===== config.mk =====
export PLATFORM = sky130hd
export DESIGN_NAME = acp
export DESIGN_NICKNAME = d
export VERILOG_FILES = /design/src/hw/acp_pkg.sv /design/src/hw/acp_regfile.sv /design/src/hw/tone_channel.sv /design/src/hw/acp_mixer.sv /design/src/hw/acp.sv
export VERILOG_INCLUDE_DIRS = /design/src /design/src/hw
export SDC_FILE = /design/constraint.sdc
export NUM_CORES = 1
export LEC_CHECK = 0
export BUFFER_PORTS_ARGS = -buffer_cell sky130_fd_sc_hd__buf_2
export CAP_MARGIN = 5
export CORE_UTILIZATION = 35
export DETAILED_ROUTE_END_ITERATION = 7
export GPL_TIMING_DRIVEN = 0
export HOLD_SLACK_MARGIN = 0.12
export PLACE_DENSITY = 0.6
export SYNTH_ARGS = -nofsm -noshare
export SYNTH_HDL_FRONTEND = slang
export SYNTH_SLANG_ARGS = --single-unit

===== constraint.sdc =====
create_clock -name clk -period 21.6 [get_ports clk]
set_clock_uncertainty 0.05 [all_clocks]
set_input_delay 6.48 -clock clk [delete_from_list [all_inputs] [get_ports clk]]
set_output_delay 6.48 -clock clk [all_outputs]
set_load 0.05 [all_outputs]

===== src/hw/acp_defs.svh =====
`ifndef ACP_DEFS_SVH
`define ACP_DEFS_SVH

//////////////////////////////
// Sizes
//////////////////////////////

// Tone channels in the core
`define ACP_NUM_CH 4

// Host register word
`define ACP_DATA_W 16

// Register address field, m_bus_in[19:16]
`define ACP_ADDR_LSB 16
`define ACP_ADDR_W 4

//////////////////////////////
// Register map
//////////////////////////////

// Channel k note word at 2k, effects word at 2k+1
`define ACP_ADDR_NOTE(k) (`ACP_ADDR_W'(2 * (k)))
`define ACP_ADDR_FX(k) (`ACP_ADDR_W'(2 * (k) + 1))

// Master volume shift, low two data bits
`define ACP_ADDR_VOL (`ACP_ADDR_W'(8))

// Clocks per note tick, 50 MHz / 390625 = 128 Hz
`define ACP_TICK_DIV 390625

`endif


===== src/hw/acp_pkg.sv =====
package acp_pkg;

	// Waveform select, effects word bits 1:0
	typedef enum logic [1:0] {
		wave_square   = 2'd0,
		wave_triangle = 2'd1,
		wave_noise    = 2'd2,
		wave_off      = 2'd3
	} wave_e;

	// Note view of a channel word
	typedef struct packed {
		logic [5:0] rsvd;
		logic       gate;
		// Note ticks, 0 holds until the next write
		logic [2:0] length;
		logic [1:0] octave;
		logic [3:0] pitch;
	} note_word_t;

	// Effects view of a channel word
	typedef struct packed {
		logic [9:0] rsvd;
		logic [1:0] decay;
		logic [1:0] attack;
		wave_e      wave;
	} fx_word_t;

	// One stored register, read in either view
	typedef union packed {
		note_word_t note;
		fx_word_t   fx;
	} ch_word_u;

	// Half-periods in 50 MHz clocks, C5 up to D#6
	localparam logic [15:0] pitch_base [0:15] = '{
		16'd47778, 16'd45097, 16'd42566, 16'd40177,
		16'd37922, 16'd35793, 16'd33784, 16'd31888,
		16'd30098, 16'd28409, 16'd26815, 16'd25310,
		16'd23889, 16'd22548, 16'd21283, 16'd20088
	};

endpackage


===== src/hw/acp_regfile.sv =====
`include "acp_defs.svh"

module acp_regfile #(
	parameter int TICK_DIV = `ACP_TICK_DIV
) (
	input  logic                     clk,
	input  logic                     rst_n,
	input  logic [31:0]              m_bus_in,
	input  logic                     m_ack,
	output acp_pkg::ch_word_u        note_word [`ACP_NUM_CH],
	output acp_pkg::ch_word_u        fx_word [`ACP_NUM_CH],
	output logic [`ACP_NUM_CH-1:0]   start,
	output logic                     tick,
	output logic [1:0]               master_vol,
	output logic [`ACP_ADDR_W-1:0]   last_addr
);

	// Address and data fields of the current bus word
	logic [`ACP_ADDR_W-1:0] wr_addr;
	acp_pkg::ch_word_u wr_data;
	// Gated note words stored at the last edge
	logic [`ACP_NUM_CH-1:0] gate_wr;
	logic [31:0] tick_cnt;

	assign wr_addr = m_bus_in[`ACP_ADDR_LSB +: `ACP_ADDR_W];
	assign wr_data = m_bus_in[`ACP_DATA_W-1:0];

	//////////////////////////////
	// Host write decode
	//////////////////////////////

	always_ff @(posedge clk or negedge rst_n)
	begin
		if (!rst_n)
		begin
			for (int k = 0; k < `ACP_NUM_CH; k++)
			begin
				note_word[k] <= '0;
				fx_word[k] <= '0;
			end
			gate_wr <= '0;
			start <= '0;
			master_vol <= '0;
			last_addr <= '0;
		end
		else
		begin
			for (int k = 0; k < `ACP_NUM_CH; k++)
			begin
				// Gated note write, voice restarts once the word is stored
				gate_wr[k] <= m_ack && (wr_addr == `ACP_ADDR_NOTE(k)) && wr_data.note.gate;
				if (m_ack && (wr_addr == `ACP_ADDR_NOTE(k)))
					note_word[k] <= wr_data;
				if (m_ack && (wr_addr == `ACP_ADDR_FX(k)))
					fx_word[k] <= wr_data;
			end
			// Start pulse in the cycle after the note word lands
			start <= gate_wr;
			if (m_ack && (wr_addr == `ACP_ADDR_VOL))
				master_vol <= wr_data[1:0];
			// Any strobe, mapped or not
			if (m_ack)
				last_addr <= wr_addr;
		end
	end

	//////////////////////////////
	// Note tick divider
	//////////////////////////////

	always_ff @(posedge clk or negedge rst_n)
	begin
		if (!rst_n)
		begin
			tick_cnt <= '0;
			tick <= 1'b0;
		end
		else
		begin
			// One pulse per TICK_DIV clocks
			tick <= (tick_cnt == 32'(TICK_DIV - 1));
			if (tick_cnt == 32'(TICK_DIV - 1))
				tick_cnt <= '0;
			else
				tick_cnt <= tick_cnt + 32'd1;
		end
	end

endmodule


===== src/hw/tone_channel.sv =====
module tone_channel (
	input  logic              clk,
	input  logic              rst_n,
	input  acp_pkg::ch_word_u note_word,
	input  acp_pkg::ch_word_u fx_word,
	input  logic              start,
	input  logic              tick,
	output logic [3:0]        level,
	output logic              active
);

	logic [15:0] half_period;
	logic [15:0] div_cnt;
	logic step;
	logic sq_phase;
	logic [3:0] tri_phase;
	logic tri_up;
	logic [14:0] lfsr;
	logic [3:0] wave_lvl;
	logic [3:0] env;
	logic env_rise;
	logic [4:0] atk_step;
	logic [4:0] dec_step;
	logic [2:0] len_cnt;
	logic [8:0] scaled;

	//////////////////////////////
	// Pitch divider
	//////////////////////////////

	// Each octave halves the period
	assign half_period = acp_pkg::pitch_base[note_word.note.pitch] >> note_word.note.octave;
	assign step = active && (div_cnt == 16'd0);

	always_ff @(posedge clk or negedge rst_n)
	begin
		if (!rst_n)
		begin
			div_cnt <= '0;
			sq_phase <= 1'b0;
			tri_phase <= '0;
			tri_up <= 1'b1;
			lfsr <= 15'h0001;
		end
		else if (start)
		begin
			div_cnt <= half_period - 16'd1;
			sq_phase <= 1'b1;
			tri_phase <= '0;
			tri_up <= 1'b1;
		end
		else if (step)
		begin
			div_cnt <= half_period - 16'd1;
			sq_phase <= ~sq_phase;
			// Triangle bounces between 0 and 15
			if (tri_up)
			begin
				tri_up <= (tri_phase != 4'd14);
				tri_phase <= tri_phase + 4'd1;
			end
			else
			begin
				tri_up <= (tri_phase == 4'd1);
				tri_phase <= tri_phase - 4'd1;
			end
			// x^15 + x^14 + 1
			lfsr <= {lfsr[13:0], lfsr[14] ^ lfsr[13]};
		end
		else if (active)
			div_cnt <= div_cnt - 16'd1;
	end

	// Raw waveform sample
	always_comb
	begin
		case (fx_word.fx.wave)
			acp_pkg::wave_square:   wave_lvl = {4{sq_phase}};
			acp_pkg::wave_triangle: wave_lvl = tri_phase;
			acp_pkg::wave_noise:    wave_lvl = {4{lfsr[0]}};
			default:                wave_lvl = 4'd0;
		endcase
	end

	//////////////////////////////
	// Envelope and length
	//////////////////////////////

	// Rates 1..3 step by 1, 2, 4 per tick
	assign atk_step = 5'd1 << (fx_word.fx.attack - 2'd1);
	assign dec_step = 5'd1 << (fx_word.fx.decay - 2'd1);

	always_ff @(posedge clk or negedge rst_n)
	begin
		if (!rst_n)
		begin
			env <= '0;
			env_rise <= 1'b0;
			len_cnt <= '0;
			active <= 1'b0;
		end
		else if (start)
		begin
			// Attack 0 means full level at once
			env <= (fx_word.fx.attack == 2'd0) ? 4'd15 : 4'd0;
			env_rise <= (fx_word.fx.attack != 2'd0);
			len_cnt <= note_word.note.length;
			active <= 1'b1;
		end
		else if (!note_word.note.gate)
			active <= 1'b0;
		else if (tick && active)
		begin
			if (env_rise)
			begin
				env <= ({1'b0, env} + atk_step >= 5'd15) ? 4'd15 : env + atk_step[3:0];
				env_rise <= ({1'b0, env} + atk_step < 5'd15);
			end
			else if (fx_word.fx.decay != 2'd0)
				env <= ({1'b0, env} <= dec_step) ? 4'd0 : env - dec_step[3:0];
			// Length 0 sustains
			if (len_cnt != 3'd0)
			begin
				len_cnt <= len_cnt - 3'd1;
				active <= (len_cnt != 3'd1);
			end
		end
	end

	// Full envelope passes the wave unchanged
	assign scaled = wave_lvl * ({1'b0, env} + 5'd1);
	assign level = (active && fx_word.fx.wave != acp_pkg::wave_off) ? scaled[7:4] : 4'd0;

endmodule


===== src/hw/acp_mixer.sv =====
`include "acp_defs.svh"

module acp_mixer (
	input  logic                   clk,
	input  logic                   rst_n,
	input  logic [3:0]             level [`ACP_NUM_CH],
	input  logic [`ACP_NUM_CH-1:0] active,
	input  logic [`ACP_NUM_CH-1:0] mute,
	input  logic [1:0]             master_vol,
	output logic [7:0]             audio_out
);

	// Up to 4 x 15 = 60
	logic [5:0] mix_sum;
	// Up to 60 << 3 = 480
	logic [8:0] mix_scaled;

	//////////////////////////////
	// Sum and scale
	//////////////////////////////

	always_comb
	begin
		mix_sum = '0;
		for (int k = 0; k < `ACP_NUM_CH; k++)
		begin
			// Muted or idle voices drop out
			if (active[k] && !mute[k])
				mix_sum = mix_sum + 6'(level[k]);
		end
		mix_scaled = 9'(mix_sum) << master_vol;
	end

	// Clip at full scale
	always_ff @(posedge clk or negedge rst_n)
	begin
		if (!rst_n)
			audio_out <= '0;
		else if (mix_scaled[8])
			audio_out <= 8'hff;
		else
			audio_out <= mix_scaled[7:0];
	end

endmodule


===== src/hw/acp.sv =====
`include "acp_defs.svh"

module acp #(
	parameter int TICK_DIV = `ACP_TICK_DIV
) (
	input  logic        clk,
	input  logic        rst_n,
	input  logic [31:0] m_bus_in,
	input  logic        m_ack,
	input  logic [7:0]  m_ctrl_in,
	output logic [7:0]  m_ctrl_out,
	output logic [7:0]  audio_out
);

	acp_pkg::ch_word_u note_word [`ACP_NUM_CH];
	acp_pkg::ch_word_u fx_word [`ACP_NUM_CH];
	logic [`ACP_NUM_CH-1:0] start;
	logic tick;
	logic [1:0] master_vol;
	logic [`ACP_ADDR_W-1:0] last_addr;
	logic [3:0] level [`ACP_NUM_CH];
	logic [`ACP_NUM_CH-1:0] active;

	// Status nibble pair back to the host
	assign m_ctrl_out = {last_addr, active};

	acp_regfile #(.TICK_DIV(TICK_DIV)) u_regfile (
		.clk        (clk),
		.rst_n      (rst_n),
		.m_bus_in   (m_bus_in),
		.m_ack      (m_ack),
		.note_word  (note_word),
		.fx_word    (fx_word),
		.start      (start),
		.tick       (tick),
		.master_vol (master_vol),
		.last_addr  (last_addr)
	);

	//////////////////////////////
	// Voices
	//////////////////////////////

	for (genvar k = 0; k < `ACP_NUM_CH; k++)
	begin : g_ch
		tone_channel u_ch (
			.clk       (clk),
			.rst_n     (rst_n),
			.note_word (note_word[k]),
			.fx_word   (fx_word[k]),
			.start     (start[k]),
			.tick      (tick),
			.level     (level[k]),
			.active    (active[k])
		);
	end

	// Mutes are the low control bits
	acp_mixer u_mixer (
		.clk        (clk),
		.rst_n      (rst_n),
		.level      (level),
		.active     (active),
		.mute       (m_ctrl_in[3:0]),
		.master_vol (master_vol),
		.audio_out  (audio_out)
	);

endmodule


==> key figures <==
Min path
  – HP Class: reg -> reg
  – Hold wc startpoint: u_regfile.gate_wr[3]

Clock network
  – Worst-skew pair later-pin latency: 0.55 ns
  – TritonCTS buffer count: 39
  – Max H-tree Level: 2
  – Resize count post-CTS: 0
  – Worst-path clk slew: 0.06 ns
  – CTS Hold Bufs: 0
  – CTS root buf: clkbuf_16
  – CTS tree: done
  – Post-CTS setup buffers: 0
  – Clk buf depth: 3
  – # clock sinks: 303

Die
  – Die area: 67100 µm²
  – Core ar.: 64800 µm²
  – Die Width: 259 µm
  – Die H: 259 µm
  – Rows: 93
  – Io pins: 59
  – Initial core utilization: 35.7%

STA
  – Finish-stage setup viols: 0
  – Slew headroom: 18.5%
  – Tcrit/Tclk final: 52.4%
  – Setup_tns: 0 ns
  – RSZ-0062 raised after global routing: no
  – Final Hold Vio Count: 0
  – Max Fclk: 88.4 MHz
  – Worst Max-Slew Pin Slew: 1.22 ns
  – Max Slew Vio Count: 0
  – Post-layout min period: 11.31 ns
  – Hold_ws: 0.295 ns

Global route
  – First-pass GRT wire length: 98.0 mm
  – Gr ovfl total: 0
  – Vias in the first global route: 19203
  – Initial antenna violation count: 2
  – Total track usage: 17.7%
  – Largest net degree at the start of global routing: 120

Logic synthesis
  – Synth Register Bits: 303
  – Post-synth design cell area: 23100 µm²
  – Syn. warnings: 0
  – Synth Instances: 2486
  – Main synth FF type: dfrtp_1
  – Post-synth EDFFs: 0
  – Asr flop ratio synth: 100%
  – Post-synth cell types: 95
  – Syn Area/Cell: 9.30 µm²
  – Syn_nets: 2698
  – Seq/Total Area, Yosys: 32.8%

Setup path
  – Worst r2r src: u_regfile.fx_word[49]
  – Max incr delay on CP: 0.49 ns
  – CP Max Fanout: 8
  – Worst setup path start: m_ctrl_in[0]
  – CP max stage cell: fa_1
  – Crit path required time: 21.97 ns
  – Arr. time, crit path: 11.68 ns
  – CP startpoint kind: input port
  – Crit-path cells: buf_2 -> nor2b_1 -> nand2_1 -> nor2_1 -> ha_1 -> inv_1 -> fa_1 -> nor2_1 -> a41o_1 -> ha_1 -> a21o_1 -> a21oi_1 -> xnor2_1 -> nor2_1 -> a31oi_1 -> ha_1 -> nand4b_1 -> o211ai_1 -> o21ai_0 -> a21o_1 -> a22oi_1 -> nand2b_1 -> mux4_2
  – Worst Path Class, Setup: in -> reg
  – CP Capture Type: flop

Route
  – Drt total wl: 58.4 mm
  – Routed Antenna Nets: 0
  – Starting DRT DRC Count: 1179
  – Vias/cell: 5.43
  – Vias: 18719
  – WL/cell: 16.9 µm
  – DRC viols: 0
  – TritonRoute pass-1 iters: 5

Power and ir drop
  – Combinational fraction of design power: 44.5%
  – Sw Pwr: 1050 µW
  – Worst vdd ir: 0.0473 mV
  – Switching share of power: 39.3%
  – Clk pwr share: 25.6%
  – Sequential share of power: 30.0%
  – Pwr Density: 104 nW/µm²
  – Int Power: 1620 µW
  – P_leak: 0.0114 µW

Layout
  – Multi-input gate area: 14400 µm²
  – Layout cells sized above 1: 13.8%
  – Reg area: 7590 µm²
  – Fill cells: 6348
  – Net count, final: 2775
  – Area growth from synthesis to layout: 11.5%

Placement
  – PortBufs: 34
  – DPL Wire Length: 43.2 mm
  – Last weighted congestion value of the routability-driven placer: 0.897

Status
  – Status: finished clean

Job
  – Total of max-cap violations: 0
critical path: cells and delay by family:
family          cells  cell delay [ns]
simple gates        7             0.93
xor+xnor            1             0.19
buf+inv             2             0.17
compound gates      8             2.18
fa+ha+maj           4             1.23
mux                 1             0.49
layout make-up:
cell class | instances | share of cell area (%)
buffer | 123 | 2.20
timing repair buffer | 36 | 0.912
sequential | 303 | 29.4
tap | 855 | 4.15
multi-input combinational | 1921 | 56.0
inverter | 139 | 2.02
clock inverter | 14 | 0.806
clock buffer | 55 | 4.46
antenna | 1 | 0.00971
sequential cells by signal (all words and copies together) (netlist names), 8 cells and up:
| signal | count |
|---|---|
| u_regfile.note_word | 40 |
| u_regfile.fx_word | 24 |
| g_ch.u_ch.len_cnt | 12 |
| g_ch.u_ch.tri_phase | 16 |
| g_ch.u_ch.div_cnt | 64 |
| u_regfile.tick_cnt | 32 |
| g_ch.u_ch.env | 16 |
| u_mixer.audio_out | 8 |
| g_ch.u_ch.lfsr | 60 |
routing by layer:
metal	wire [µm]	vias up	GRT usage, %
li1	-	9038	-
met1	26500	9193	23.4
met2	27400	398	29.4
met3	2910	88	3.10
met4	1550	2	5.36
met5	13	-	0
final timing paths:
kind / end / slack [ns] / cells past startpoint
min in group asynchronous: u_regfile.tick_cnt[5] / 5.91 / 1
worst min-delay path: u_regfile.start[3] / 0.30 / 0
worst max-delay path: u_mixer.audio_out[4] / 10.29 / 23
worst max register to register: u_mixer.audio_out[4] / 13.37 / 30
worst min register to register: u_regfile.start[3] / 0.30 / 0
max in group asynchronous: g_ch[0].u_ch.div_cnt[12] / 14.06 / 3
metrics by stage:
stage	cell area (µm²)	setup WS (ns)	cells	util (%)	power, µW
4_1_cts	25800	10.38	3446	39.8	2690
5_1_grt	25800	9.90	3446	39.8	2890
6_report	25800	10.29	3447	39.8	2680
3_3_place_gp	24400	8.19	3375	37.6	1950
2_1_floorplan	23100	10.75	2486	-	1700
3_5_place_dp	24400	9.81	3377	37.7	1990
power by group through the flow:
stage	clock (µW)	sequential [µW]	combinational [µW]
floorplan	0	780	918
global placement	0	803	1140
detailed placement	0	810	1180
CTS	706	801	1190
global route	730	821	1340
finish	684	802	1190
synthesized netlist by cell type (11+ instances only):
library cell,n,share of area [%]
a211o_1,12,0.45
a211oi_1,22,0.71
a21o_1,22,0.71
a21oi_1,123,2.7
a31oi_1,21,0.57
and2_1,27,0.73
and3_1,22,0.60
and4_1,11,0.42
buf_2,22,0.48
buf_4,13,0.42
clkbuf_1,74,1.2
dfrtp_1,295,32
fa_1,31,2.7
ha_1,138,7.5
inv_1,133,2.2
mux2_2,134,6.5
mux2i_1,51,2.2
mux4_2,26,2.5
nand2_1,190,3.1
nand2b_1,58,1.6
nand3_1,50,1.1
nand3b_1,21,0.68
nand4_1,25,0.68
nand4b_1,14,0.53
nor2_1,213,3.5
nor2b_1,52,1.4
nor3_1,47,1.0
nor3b_1,12,0.39
nor4_1,27,0.73
o211ai_1,34,1.1
o21a_1,18,0.58
o21ai_0,97,2.1
o22a_1,21,0.80
o22ai_1,14,0.38
o31ai_1,14,0.45
or2_2,22,0.60
or3_1,18,0.49
xnor2_1,109,4.1
xor2_1,78,3.0
cell families (layout without fill, tap and decap cells):
| kind of cell | after synthesis | count (layout) | share of synthesized area, % |
|---|---|---|---|
| DFF | 303 | 303 | 32.8 |
| muxes | 215 | 215 | 11.7 |
| buffers and inverters | 262 | 367 | 4.71 |
| xor gates and xnor gates | 187 | 187 | 7.08 |
| adders and majority gates | 169 | 169 | 10.2 |
| other | 0 | 1 | 0 |
| and+or+nand+nor | 848 | 848 | 19.0 |
| AOI/OAI and AO/OA | 502 | 502 | 14.6 |
cell usage in the layout, fill, tap and decap left out, types with 12 or more instances in the layout:
cell / n
a211o_1: 12
a211oi_1: 22
a21o_1: 22
a21oi_1: 123
a31oi_1: 21
and2_1: 27
and3_1: 22
buf_2: 55
buf_4: 13
clkbuf_1: 81
clkbuf_16: 41
dfrtp_1: 295
fa_1: 31
ha_1: 138
inv_1: 133
mux2_2: 134
mux2i_1: 51
mux4_2: 26
nand2_1: 190
nand2b_1: 58
nand3_1: 50
nand3b_1: 21
nand4_1: 25
nand4b_1: 14
nor2_1: 213
nor2b_1: 52
nor3_1: 47
nor3b_1: 12
nor4_1: 27
o211ai_1: 34
o21a_1: 18
o21ai_0: 97
o22a_1: 21
o22ai_1: 14
o31ai_1: 14
or2_2: 22
or3_1: 18
xnor2_1: 109
xor2_1: 78
No activity file was read; power rests on OpenSTA's default activity.
